<file path="src/rtl/rv_pkg.sv">
`default_nettype none

package rv_pkg;

  // ########################################
  // Architectural sizes
  // ########################################

  localparam int unsigned REG_COUNT_DEFAULT = 32; // RV32I; use 16 for RV32E.

  // ########################################
  // Major opcodes
  // ########################################

  typedef enum logic [6:0] {
    OPCODE_LOAD   = 7'b0000011,
    OPCODE_OP_IMM = 7'b0010011,
    OPCODE_AUIPC  = 7'b0010111,
    OPCODE_STORE  = 7'b0100011,
    OPCODE_OP     = 7'b0110011,
    OPCODE_LUI    = 7'b0110111,
    OPCODE_BRANCH = 7'b1100011
  } opcode_e;

  // ########################################
  // funct3 codes
  // ########################################

  // OP-IMM.
  localparam logic [2:0] FUNCT3_ADDI      = 3'b000;
  localparam logic [2:0] FUNCT3_SLLI      = 3'b001;
  localparam logic [2:0] FUNCT3_SLTI      = 3'b010;
  localparam logic [2:0] FUNCT3_SLTIU     = 3'b011;
  localparam logic [2:0] FUNCT3_XORI      = 3'b100;
  localparam logic [2:0] FUNCT3_SRLI_SRAI = 3'b101;
  localparam logic [2:0] FUNCT3_ORI       = 3'b110;
  localparam logic [2:0] FUNCT3_ANDI      = 3'b111;

  // OP.
  localparam logic [2:0] FUNCT3_ADD_SUB   = 3'b000;
  localparam logic [2:0] FUNCT3_SLL       = 3'b001;
  localparam logic [2:0] FUNCT3_SLT       = 3'b010;
  localparam logic [2:0] FUNCT3_SLTU      = 3'b011;
  localparam logic [2:0] FUNCT3_XOR       = 3'b100;
  localparam logic [2:0] FUNCT3_SRL_SRA   = 3'b101;
  localparam logic [2:0] FUNCT3_OR        = 3'b110;
  localparam logic [2:0] FUNCT3_AND       = 3'b111;

  // BRANCH.
  localparam logic [2:0] FUNCT3_BEQ       = 3'b000;
  localparam logic [2:0] FUNCT3_BNE       = 3'b001;
  localparam logic [2:0] FUNCT3_BLT       = 3'b100;
  localparam logic [2:0] FUNCT3_BGE       = 3'b101;
  localparam logic [2:0] FUNCT3_BLTU      = 3'b110;
  localparam logic [2:0] FUNCT3_BGEU      = 3'b111;

endpackage

`default_nettype wire
</file>
<file path="src/rtl/exec_if.sv">
`timescale 1ns/1ps
`default_nettype none

// Exec stage contents for one instruction and its operands.
interface exec_if;

  logic        valid;       // Stage holds an instruction.
  logic [31:0] instruction;
  logic [31:0] pc;
  logic [31:0] op_a;        // rs1 value after bypass.
  logic [31:0] op_b;        // rs2 value after bypass.

  modport src (
    output valid,
    output instruction,
    output pc,
    output op_a,
    output op_b
  );

  modport dst (
    input valid,
    input instruction,
    input pc,
    input op_a,
    input op_b
  );

endinterface

`default_nettype wire

</file>
<file path="src/rtl/alu.sv">
`timescale 1ns/1ps
`default_nettype none

module alu (
  exec_if.dst         ex,
  output logic [31:0] result
);

  import rv_pkg::*;

  logic [31:0] i_imm;
  logic [31:0] s_imm;
  logic [31:0] u_imm;
  opcode_e     opcode;
  logic [2:0]  funct3;
  logic [4:0]  shamt;
  logic        alt;
  logic [31:0] a;
  logic [31:0] b;

  imm_decode u_imm_decode (
    .inst (ex.instruction),
    .i_imm(i_imm),
    .s_imm(s_imm),
    .b_imm(),
    .u_imm(u_imm),
    .j_imm()
  );

  assign opcode = opcode_e'(ex.instruction[6:0]);
  assign funct3 = ex.instruction[14:12];
  assign shamt  = ex.instruction[24:20];
  assign alt    = ex.instruction[30]; // SUB and SRA select.
  assign a      = ex.op_a;
  assign b      = ex.op_b;

  always_comb begin
    result = 32'h0;
    case (opcode)
      OPCODE_OP_IMM: begin
        case (funct3)
          FUNCT3_ADDI:      result = a + i_imm;
          FUNCT3_SLTI:      result = {31'b0, $signed(a) < $signed(i_imm)};
          FUNCT3_SLTIU:     result = {31'b0, a < i_imm};
          FUNCT3_ANDI:      result = a & i_imm;
          FUNCT3_ORI:       result = a | i_imm;
          FUNCT3_XORI:      result = a ^ i_imm;
          FUNCT3_SLLI:      result = a << shamt;
          FUNCT3_SRLI_SRAI: result = alt ? $unsigned($signed(a) >>> shamt) : a >> shamt;
          default:          result = 32'h0;
        endcase
      end
      OPCODE_OP: begin
        case (funct3)
          FUNCT3_ADD_SUB: result = alt ? a - b : a + b;
          FUNCT3_SLT:     result = {31'b0, $signed(a) < $signed(b)};
          FUNCT3_SLTU:    result = {31'b0, a < b};
          FUNCT3_AND:     result = a & b;
          FUNCT3_OR:      result = a | b;
          FUNCT3_XOR:     result = a ^ b;
          FUNCT3_SLL:     result = a << b[4:0];
          FUNCT3_SRL_SRA: result = alt ? $unsigned($signed(a) >>> b[4:0]) : a >> b[4:0];
          default:        result = 32'h0;
        endcase
      end
      OPCODE_BRANCH: begin // Condition lands in bit 0.
        case (funct3)
          FUNCT3_BEQ:  result = {31'b0, a == b};
          FUNCT3_BNE:  result = {31'b0, a != b};
          FUNCT3_BLT:  result = {31'b0, $signed(a) < $signed(b)};
          FUNCT3_BGE:  result = {31'b0, $signed(a) >= $signed(b)};
          FUNCT3_BLTU: result = {31'b0, a < b};
          FUNCT3_BGEU: result = {31'b0, a >= b};
          default:     result = 32'h0;
        endcase
      end
      OPCODE_LUI:   result = u_imm;
      OPCODE_AUIPC: result = ex.pc + u_imm;
      OPCODE_LOAD:  result = a + i_imm;  // Effective address.
      OPCODE_STORE: result = a + s_imm;
      default:      result = 32'h0;
    endcase
  end

endmodule

`default_nettype wire

</file>
<file path="src/rtl/imm_decode.sv">
`timescale 1ns/1ps
`default_nettype none

module imm_decode (
  input  wire  [31:0] inst,
  output logic [31:0] i_imm,
  output logic [31:0] s_imm,
  output logic [31:0] b_imm,
  output logic [31:0] u_imm,
  output logic [31:0] j_imm
);

  logic sign;

  assign sign = inst[31];

  assign i_imm = {{20{sign}}, inst[31:20]};

  assign s_imm = {{20{sign}}, inst[31:25], inst[11:7]};

  // Halfword aligned offset.
  assign b_imm = {{19{sign}}, inst[31], inst[7], inst[30:25], inst[11:8], 1'b0};

  assign u_imm = {inst[31:12], 12'b0};

  assign j_imm = {{11{sign}}, inst[31], inst[19:12], inst[20], inst[30:21], 1'b0};

endmodule

`default_nettype wire

</file>
<file path="src/rtl/operand_fetch.sv">
`timescale 1ns/1ps
`default_nettype none

module operand_fetch #(
  parameter int unsigned REG_COUNT = rv_pkg::REG_COUNT_DEFAULT
) (
  input  wire         clk,
  input  wire         arst_n,
  input  wire         issue_valid,
  input  wire  [31:0] issue_instruction,
  input  wire  [31:0] issue_pc,
  input  wire  [31:0] exec_result,
  input  wire         wr_we,
  input  wire  [4:0]  wr_addr,
  input  wire  [31:0] wr_data,
  exec_if.src         ex
);

  import rv_pkg::*;

  logic [4:0]  rs1;
  logic [4:0]  rs2;
  logic [31:0] rf_a;
  logic [31:0] rf_b;
  logic [4:0]  ex_rd;
  logic        ex_writes;
  logic [31:0] op_a_next;
  logic [31:0] op_b_next;

  assign rs1 = issue_instruction[19:15];
  assign rs2 = issue_instruction[24:20];

  reg_file #(
    .REG_COUNT(REG_COUNT)
  ) u_reg_file (
    .clk    (clk),
    .arst_n (arst_n),
    .raddr_a(rs1),
    .raddr_b(rs2),
    .rdata_a(rf_a),
    .rdata_b(rf_b),
    .we     (wr_we),
    .waddr  (wr_addr),
    .wdata  (wr_data)
  );

  // ########################################
  // Bypass from the exec stage
  // ########################################

  assign ex_rd = ex.instruction[11:7];

  always_comb begin
    case (opcode_e'(ex.instruction[6:0]))
      OPCODE_OP_IMM, OPCODE_OP, OPCODE_LUI, OPCODE_AUIPC, OPCODE_LOAD:
        ex_writes = ex.valid && (ex_rd != 5'd0);
      default:
        ex_writes = 1'b0;
    endcase
  end

  assign op_a_next = (ex_writes && (ex_rd == rs1)) ? exec_result : rf_a;
  assign op_b_next = (ex_writes && (ex_rd == rs2)) ? exec_result : rf_b;

  always_ff @(posedge clk or negedge arst_n) begin
    if (!arst_n) begin
      ex.valid <= 1'b0;
    end else begin
      ex.valid <= issue_valid;
    end
  end

  always_ff @(posedge clk) begin
    if (issue_valid) begin
      ex.instruction <= issue_instruction;
      ex.pc          <= issue_pc;
      ex.op_a        <= op_a_next;
      ex.op_b        <= op_b_next;
    end
  end

endmodule

`default_nettype wire

</file>
<file path="src/rtl/reg_file.sv">
`timescale 1ns/1ps
`default_nettype none

module reg_file #(
  parameter int unsigned REG_COUNT = rv_pkg::REG_COUNT_DEFAULT
) (
  input  wire         clk,
  input  wire         arst_n,
  input  wire  [4:0]  raddr_a,
  input  wire  [4:0]  raddr_b,
  output logic [31:0] rdata_a,
  output logic [31:0] rdata_b,
  input  wire         we,
  input  wire  [4:0]  waddr,
  input  wire  [31:0] wdata
);

  localparam int unsigned IDX_W = $clog2(REG_COUNT);

  logic [31:0]      regs [REG_COUNT];
  logic [IDX_W-1:0] ra_idx;
  logic [IDX_W-1:0] rb_idx;
  logic [IDX_W-1:0] wa_idx;

  // Upper address bits drop out for RV32E.
  assign ra_idx = raddr_a[IDX_W-1:0];
  assign rb_idx = raddr_b[IDX_W-1:0];
  assign wa_idx = waddr[IDX_W-1:0];

  assign rdata_a = (ra_idx == '0) ? 32'h0 : regs[ra_idx]; // x0 is zero.
  assign rdata_b = (rb_idx == '0) ? 32'h0 : regs[rb_idx];

  always_ff @(posedge clk or negedge arst_n) begin
    if (!arst_n) begin
      for (int i = 0; i < REG_COUNT; i++) begin
        regs[i] <= 32'h0;
      end
    end else if (we && (wa_idx != '0)) begin
      regs[wa_idx] <= wdata;
    end
  end

endmodule

`default_nettype wire

</file>
<file path="src/rtl/result_commit.sv">
`timescale 1ns/1ps
`default_nettype none

module result_commit (
  input  wire         clk,
  input  wire         arst_n,
  exec_if.dst         ex,
  input  wire  [31:0] result,
  output logic        wr_we,
  output logic [4:0]  wr_addr,
  output logic [31:0] wr_data,
  output logic        commit_valid,
  output logic [31:0] commit_pc,
  output logic        commit_illegal,
  output logic        rd_we,
  output logic [4:0]  rd_addr,
  output logic [31:0] rd_data,
  output logic        branch_taken,
  output logic [31:0] next_pc,
  output logic        mem_req,
  output logic        mem_we,
  output logic [31:0] mem_addr,
  output logic [31:0] mem_wdata
);

  import rv_pkg::*;

  logic [31:0] b_imm;
  logic [4:0]  rd;
  logic        writes_rd;
  logic        is_branch;
  logic        is_mem;
  logic        is_store;
  logic        illegal;
  logic        taken;
  logic [31:0] npc;

  imm_decode u_imm_decode (
    .inst (ex.instruction),
    .i_imm(),
    .s_imm(),
    .b_imm(b_imm),
    .u_imm(),
    .j_imm()
  );

  assign rd = ex.instruction[11:7];

  always_comb begin
    writes_rd = 1'b0;
    is_branch = 1'b0;
    is_mem    = 1'b0;
    is_store  = 1'b0;
    illegal   = 1'b0;
    case (opcode_e'(ex.instruction[6:0]))
      OPCODE_OP_IMM, OPCODE_OP, OPCODE_LUI, OPCODE_AUIPC: writes_rd = 1'b1;
      OPCODE_LOAD: begin
        writes_rd = 1'b1;
        is_mem    = 1'b1;
      end
      OPCODE_STORE: begin
        is_mem   = 1'b1;
        is_store = 1'b1;
      end
      OPCODE_BRANCH: is_branch = 1'b1;
      default:       illegal   = 1'b1;
    endcase
  end

  // Register file write lands with the commit edge.
  assign wr_we   = ex.valid && writes_rd && (rd != 5'd0);
  assign wr_addr = rd;
  assign wr_data = result;

  assign taken = is_branch && result[0];
  assign npc   = taken ? ex.pc + b_imm : ex.pc + 32'd4;

  // ########################################
  // Commit record
  // ########################################

  always_ff @(posedge clk or negedge arst_n) begin
    if (!arst_n) begin
      commit_valid   <= 1'b0;
      commit_illegal <= 1'b0;
      rd_we          <= 1'b0;
      branch_taken   <= 1'b0;
      mem_req        <= 1'b0;
      mem_we         <= 1'b0;
    end else begin
      commit_valid   <= ex.valid;
      commit_illegal <= ex.valid && illegal;
      rd_we          <= wr_we;
      branch_taken   <= ex.valid && taken;
      mem_req        <= ex.valid && is_mem;
      mem_we         <= ex.valid && is_store;
    end
  end

  always_ff @(posedge clk) begin
    if (ex.valid) begin
      commit_pc <= ex.pc;
      rd_addr   <= rd;
      rd_data   <= result;
      next_pc   <= npc;
      mem_addr  <= result;
      mem_wdata <= ex.op_b; // rs2 after bypass.
    end
  end

endmodule

`default_nettype wire

</file>
<file path="src/rtl/rv_exec_top.sv">
`timescale 1ns/1ps
`default_nettype none

module rv_exec_top #(
  parameter int unsigned REG_COUNT = rv_pkg::REG_COUNT_DEFAULT
) (
  input  wire         clk,
  input  wire         arst_n,
  input  wire         issue_valid,
  input  wire  [31:0] issue_instruction,
  input  wire  [31:0] issue_pc,
  output logic        commit_valid,
  output logic [31:0] commit_pc,
  output logic        commit_illegal,
  output logic        rd_we,
  output logic [4:0]  rd_addr,
  output logic [31:0] rd_data,
  output logic        branch_taken,
  output logic [31:0] next_pc,
  output logic        mem_req,
  output logic        mem_we,
  output logic [31:0] mem_addr,
  output logic [31:0] mem_wdata
);

  logic [31:0] exec_result;
  logic        wr_we;
  logic [4:0]  wr_addr;
  logic [31:0] wr_data;

  exec_if ex_bus ();

  operand_fetch #(
    .REG_COUNT(REG_COUNT)
  ) u_operand_fetch (
    .clk              (clk),
    .arst_n           (arst_n),
    .issue_valid      (issue_valid),
    .issue_instruction(issue_instruction),
    .issue_pc         (issue_pc),
    .exec_result      (exec_result),
    .wr_we            (wr_we),
    .wr_addr          (wr_addr),
    .wr_data          (wr_data),
    .ex               (ex_bus.src)
  );

  alu u_alu (
    .ex    (ex_bus.dst),
    .result(exec_result)
  );

  result_commit u_result_commit (
    .clk           (clk),
    .arst_n        (arst_n),
    .ex            (ex_bus.dst),
    .result        (exec_result),
    .wr_we         (wr_we),
    .wr_addr       (wr_addr),
    .wr_data       (wr_data),
    .commit_valid  (commit_valid),
    .commit_pc     (commit_pc),
    .commit_illegal(commit_illegal),
    .rd_we         (rd_we),
    .rd_addr       (rd_addr),
    .rd_data       (rd_data),
    .branch_taken  (branch_taken),
    .next_pc       (next_pc),
    .mem_req       (mem_req),
    .mem_we        (mem_we),
    .mem_addr      (mem_addr),
    .mem_wdata     (mem_wdata)
  );

endmodule

`default_nettype wire

</file>
<file path="config.mk">
export PLATFORM = sky130hd
export DESIGN_NAME = rv_exec_top
export DESIGN_NICKNAME = d
export VERILOG_FILES = /design/src/rtl/rv_pkg.sv /design/src/rtl/exec_if.sv /design/src/rtl/alu.sv /design/src/rtl/imm_decode.sv /design/src/rtl/operand_fetch.sv /design/src/rtl/reg_file.sv /design/src/rtl/result_commit.sv /design/src/rtl/rv_exec_top.sv
export SDC_FILE = /design/constraint.sdc
export NUM_CORES = 2
export LEC_CHECK = 0
export BUFFER_PORTS_ARGS = -buffer_cell sky130_fd_sc_hd__buf_2
export CAP_MARGIN = 5
export CORE_ASPECT_RATIO = 1.4
export CORE_MARGIN = 4
export CORE_UTILIZATION = 30
export CTS_CLUSTER_SIZE = 40
export DETAILED_ROUTE_END_ITERATION = 7
export PLACE_DENSITY_LB_ADDON = 0.12
export SYNTH_ARGS = -nofsm -noshare
export SYNTH_HDL_FRONTEND = slang
export SYNTH_SLANG_ARGS = --single-unit
</file>
<file path="constraint.sdc">
create_clock -name clk -period 17.1 [get_ports clk]
set_input_delay 2.565 -clock clk [delete_from_list [all_inputs] [get_ports clk]]
set_output_delay 2.565 -clock clk [all_outputs]
set_load 0.03 [all_outputs]
</file>
Word level (Yosys, flattened, before mapping). Cells that the tools add are included.

Register bits: 1292. Bits of input ports: 67. Word-level logic and storage cells: 144.

$add $sub $neg: 7. Magnitude comparators: 10. Eq/ne operators: 18. Shift-type cells: 6. Muxes and demuxes: 27. Bitwise logic cells: 9. Reduce and logical (&&, ||, !) cells: 19.

Operator list (count): 1024-bit bitwise mux (1); 32-bit case mux with 8 select lines (2); 32-bit two-way mux (13); 32-bit binary-select mux with 5-bit select (2); 32-bit case mux with 7 select lines (1); 32-bit adder (5); 32-bit demux with 5-bit select (1); 32-bit < comparator (3); 32-bit AND (2); 32-bit >= comparator (2); 32-bit OR (2); 32-bit by 5-bit << shifter with 32-bit output (2); 32-bit by 5-bit >> shifter with 32-bit output (2); 32-bit by 5-bit >>> shifter with 32-bit output (2); 32-bit bitwise XOR (2); 32-bit by 3-bit adder with 32-bit output (second input constant) (1); 32-bit == test (1); 32-bit by 12-bit < comparator with 1-bit output (1); 32-bit != test (1); 32-bit subtractor (1); 7-bit by 6-bit == test with 1-bit output (second input constant) (3); 6-bit >= comparator (second input constant) (3); 5-bit NOT with 6-bit output (3); 7-bit by 5-bit == test with 1-bit output (second input constant) (2); other kinds (16) (38).

Logic depth before layout (Yosys ltp).
Depth in word-level cells: 6. Depth in mapped cells: 18. Gate-level depth less buffers: 13.

Modules after synthesis. Synthesis repeated with hierarchy kept, for this count alone.

Cells, all modules: 7779. Area, all modules: 90073.9 µm².

Modules (own cells, without submodules): reg_file (instances 1, cells an instance 3614, area an instance 54762.5 µm², seq. area each 25624.6 µm²); alu (instances 1, cells an instance 3004, area an instance 20626.0 µm², seq. area each 0.0 µm²); result_commit (instances 1, cells an instance 618, area an instance 7300.8 µm², seq. area each 4144.0 µm²); operand_fetch (instances 1, cells an instance 221, area an instance 4974.8 µm², seq. area each 3868.7 µm²); imm_decode (instances 2, cells an instance 161, area an instance 1204.9 µm², seq. area each 0.0 µm²).

Worst setup path before layout. No wires, ideal clock.

Path type: reg2reg. From: register u_operand_fetch.ex.valid. To: register u_operand_fetch.u_reg_file.regs[627] (netlist bit). Arrival time: 5.233 ns. Data required time: 16.967 ns. Setup slack: 11.734 ns. Stages on the path, launching flop included: 9. Cells stage by stage: dfrtp_1 > inv_1 > nor4_1 > and2_0 > nand3b_1 > nor2_1 > buf_2 > clkbuf_1 > a21oi_1.

Cells in the longest elaborated chain, start to end: 3.

Ends and longest elaborated chain: start, declared (RTL line exec_if.sv:14) `output valid,`; start signal, assigned (RTL line operand_fetch.sv:69) `ex.valid <= issue_valid;`; 1-bit logical AND (2 in series) (RTL line result_commit.sv:71) `assign wr_we = ex.valid && writes_rd && (rd != 5'd0);`; 1-bit logical AND (RTL line reg_file.sv:38) `end else if (we && (wa_idx != '0)) begin`; end signal, assigned by index (RTL line reg_file.sv:39) `regs[wa_idx] <= wdata;`; end, declared (RTL line reg_file.sv:20) `logic [31:0] regs [REG_COUNT];`.

No other way between the ends. A chain may end at the register's enable or synchronous reset.

Worst setup path after layout.
From: input port issue_instruction[20]. To: register u_operand_fetch.ex.op_b[30], data pin.

Cells in the longest elaborated chain, start to end: 6.

Ends and longest elaborated chain: start, declared (RTL line rv_exec_top.sv:10) `input wire [31:0] issue_instruction,`; 5-bit NOT with 6-bit output (implied by the code) (RTL line reg_file.sv:31) `assign rdata_b = (rb_idx == '0) ? 32'h0 : regs[rb_idx];`; 32-bit binary-select mux with 5-bit select (RTL line reg_file.sv:31); 32-bit two-way mux (implied by the code) (2 in series) (RTL line reg_file.sv:31); 32-bit two-way mux (RTL line reg_file.sv:31); 32-bit two-way mux (*) (RTL line operand_fetch.sv:63) `assign op_b_next = (ex_writes && (ex_rd == rs2)) ? exec_result : rf_b;`; net u_operand_fetch.op_b_next[30] (RTL line operand_fetch.sv:28) `logic [31:0] op_b_next;`; end signal, assigned (RTL line operand_fetch.sv:78) `ex.op_b <= op_b_next;`; end, declared (RTL line exec_if.sv:18) `output op_b`.

The timed path passes the listed nets; every way through them passes the cells marked *. The select of a mux whose other input is x is not followed.

==> impl_metrics.toml <==
[run_status]
status = "finished with violations"
violations = "design-rule violations"

[clock_tree]
post_cts_buffers = 0
post_cts_resized = 0
path_clk_slew_ns = 0.06
root_buffer = "clkbuf_16"
clock_path_buffers = 4
cts_buffers = 155
clk-insertion-delay-late_ns = 0.84
tritoncts = "built"
htree_levels = 4
cts_sinks = 1291
cts_hold_buf = 0

[setup_path]
worstPathMaxFanout = 57
cp.arrival_ns = 7.06
path_cells = "buf_8 > buf_4 > buf_4 > buf_4 > mux4_2 > mux4_2 > mux2i_1 > o22ai_1"
required_ns = 17.62
cp_slowest_stage_delay_ns = 0.90
critPathSlowestCell = "buf_4"
rr_startpoint = "u_operand_fetch.ex.instruction[31]"
worstSetupPathType = "input pin to flop"
cp-end-kind = "flop"
critical_path_buf_inv_count = 4
critPathTopFamily = "buffers and inverters"
crit_path_start = "issue_instruction[20]"
path_common_cell = "buf_4"
critPathLaunchType = "input pin"

[synthesis]
ys_types = 114
synth_ff_type = "dfrtp_1"
synth_common_cells = "dfrtp_1, nand2_1, o21ai_0, mux4_2, nor2_1"
ys_warn_count = 0
synth-seq-cells = 1291
yosysTopAreaCell = "dfrtp_1"
netlist_area_mm2 = 0.0836
syn_inst = 7906
synth.top_cells.by_area = "dfrtp_1, mux4_2, edfxtp_1, o21ai_0, nand2_1"
post-synth-top-count-cell = "dfrtp_1"
syn_nets = 8228
synth_top_area_frac = 0.309
synth_sequential_area_ratio = 0.402
ys_async_sr_fraction = 0.799
synth_edf_count = 260
avgSynthCellArea_um2 = 10.6

[sta]
setup_viol = 0
post-route-period-util = 0.383
max_freq_mhz = 153
rsz0062_at_grt = "no"
fin_crit_ns = 6.54
tightest_slew_ns = 1.37
slew_headroom = 0.0878
slew_viol_final = 0
finalSetupTns_ns = 0
finClkSkew_ns = 0.0504
holdWs_ns = 0.391
hold_viol_final = 0

[placement]
dp_hpwl_mm = 252
io_buffers = 237
gp_congestion = 0.987

[power_and_ir_drop]
ir_drop_uv = 59.9
p_sw_w = 0.00244
internal_power_w = 0.00554
sw_frac_of_total = 0.305
power_leakage_nw = 37.7
clock_power_share = 0.408
power_w = 0.00798
seqPwrFrac = 0.417
p_per_area_mw_per_mm2 = 85.7
combinationalPowerShare = 0.175

[cells_and_area]
area_delta_synth_final_pct = 11.3
n_fill_cell = 27982
drive_gt1_frac = 0.215
fin_nets = 8054

[floorplan]
initial_core_util = 0.301
row_count = 229
die_w_um = 454
die-height_um = 633
coreArea_mm2 = 0.278
io_pins = 238
design.die.area_mm2 = 0.287

[flow_run]
max_cap_violations = 0

[global_routing]
grt_pass1_wl_mm = 531
gr-usage-all-layers = 0.257
overflow = 0
grt_max_degree = 162
grt_pass1_vias = 67377
grt_antenna_before_repair = 13

[worst_hold_path]
min_from = "u_operand_fetch.u_reg_file.regs[1011]"
hold_path_class = "flop to flop"

[routing]
drt_iter0_markers = 6278
antenna_left = 0
drc = 6
firstDrtPassIters = 8
wirelength_mm = 376
vias = 67024
wire_per_inst_um = 32.6
viasPerCell = 5.81
[layout by cell type (no fill, tap or decap), drive strengths merged, types with 20 or more instances in the layout]
| cell | synthesis | routed |
|---|---|---|
| a211oi | 67 | 67 |
| a21o | 41 | 41 |
| a21oi | 627 | 627 |
| a221oi | 33 | 33 |
| a22oi | 29 | 29 |
| a31oi | 44 | 44 |
| and2 | 23 | 23 |
| and3 | 36 | 36 |
| buf | 296 | 472 |
| clkbuf | 507 | 223 |
| clkinv | 1 | 28 |
| dfrtp | 1031 | 1031 |
| edfxtp | 260 | 260 |
| ha | 249 | 249 |
| inv | 195 | 207 |
| mux2 | 85 | 85 |
| mux2i | 193 | 193 |
| mux4 | 757 | 757 |
| nand2 | 946 | 946 |
| nand2b | 27 | 27 |
| nand3 | 72 | 72 |
| nand4 | 30 | 30 |
| nor2 | 686 | 686 |
| nor2b | 30 | 30 |
| nor3 | 70 | 70 |
| nor4 | 27 | 27 |
| o211ai | 48 | 48 |
| o21a | 20 | 20 |
| o21ai | 952 | 952 |
| o21bai | 23 | 23 |
| o221ai | 25 | 25 |
| o22ai | 95 | 95 |
| o31ai | 28 | 28 |
| xnor2 | 93 | 93 |
| xor2 | 38 | 38 |
[worst register-to-register path, delay by kind of cell (launching register included)]
family	cells	cell delay (ns)
AO/OA/AOI/OAI	6	2.78
buffers and inverters	3	1.05
adder cells (fa/ha/maj)	1	0.69
AND/OR/NAND/NOR	2	0.56
XOR/XNOR	1	0.45
flip-flops	1	0.32
[flip-flops by register name, indices dropped and copies added (netlist names)]
name and count:
u_result_commit.commit_illegal 1, u_result_commit.mem_req 1, u_operand_fetch.ex.op_a 32, u_operand_fetch.ex.instruction 32, u_result_commit.next_pc 32, u_operand_fetch.ex.op_b 32
u_result_commit.mem_wdata 32, u_operand_fetch.u_reg_file.regs 1024, u_result_commit.commit_valid 1, u_result_commit.mem_we 1, u_operand_fetch.ex.pc 32, u_result_commit.commit_pc 31
u_result_commit.rd_we 1, u_result_commit.branch_taken 1, u_operand_fetch.ex.valid 1, u_result_commit.rd_addr 5, u_result_commit.rd_data 32
[path summary, 6_finish.rpt]
path | slack [ns] | depth (start not counted) | end
max | 10.56 | 8 | u_operand_fetch.ex.op_b[30]
min | 0.39 | 0 | u_operand_fetch.u_reg_file.regs[1011]
max reg2reg | 10.93 | 13 | u_operand_fetch.ex.op_b[19]
min reg2reg | 0.39 | 0 | u_operand_fetch.u_reg_file.regs[1011]
max in group asynchronous | 12.08 | 4 | u_operand_fetch.u_reg_file.regs[871]
min in group asynchronous | 1.75 | 1 | u_result_commit.commit_valid
[power groups by stage]
stage               Clock, W  Sequential, W  Combinational [W]
finish               0.00326        0.00332            0.00140
floorplan                  0        0.00340           0.000822
detailed placement         0        0.00338            0.00138
CTS                  0.00336        0.00332            0.00138
global route         0.00347        0.00333            0.00148
global placement           0        0.00338            0.00138
[area by class of cell]
cell class | count | area, um2 | share of cell area
Multi-Input combinational cell | 5616 | 46100 | 0.496
Inverter | 196 | 736 | 0.00791
Clock buffer | 223 | 4420 | 0.0475
Tap cell | 3696 | 4620 | 0.0497
Timing Repair Buffer | 472 | 3120 | 0.0335
Antenna cell | 7 | 17.5 | 0.000188
Sequential cell | 1291 | 33600 | 0.361
Clock inverter | 44 | 375 | 0.00403
[cell families after synthesis]
kind of cell             synth area share
AO/OA/AOI/OAI                       0.155
XOR/XNOR                           0.0137
adder cells (fa/ha/maj)            0.0387
buffers and inverters              0.0513
flip-flops                          0.402
multiplexers                        0.238
AND/OR/NAND/NOR                     0.101
[through the flow]
stage | std cells | util | area, um2 | worst slack (ns)
after floorplan | 7906 | - | 83600 | 11.73
after global placement | 11271 | 0.318 | 88200 | 9.52
after detailed placement | 11271 | 0.318 | 88200 | 9.51
after CTS | 11538 | 0.335 | 93000 | 10.41
after global routing | 11540 | 0.335 | 93000 | 10.05
final | 11545 | 0.335 | 93000 | 10.56
[per-layer routing]
metal,wire [um],GRT usage,up-vias
met3,20200,0.0342,879
met5,0,0,-
met4,26600,0.151,0
li1,-,-,28933
met2,183000,0.436,2547
met1,146000,0.313,34665
(Power assumes the default switching activity.)
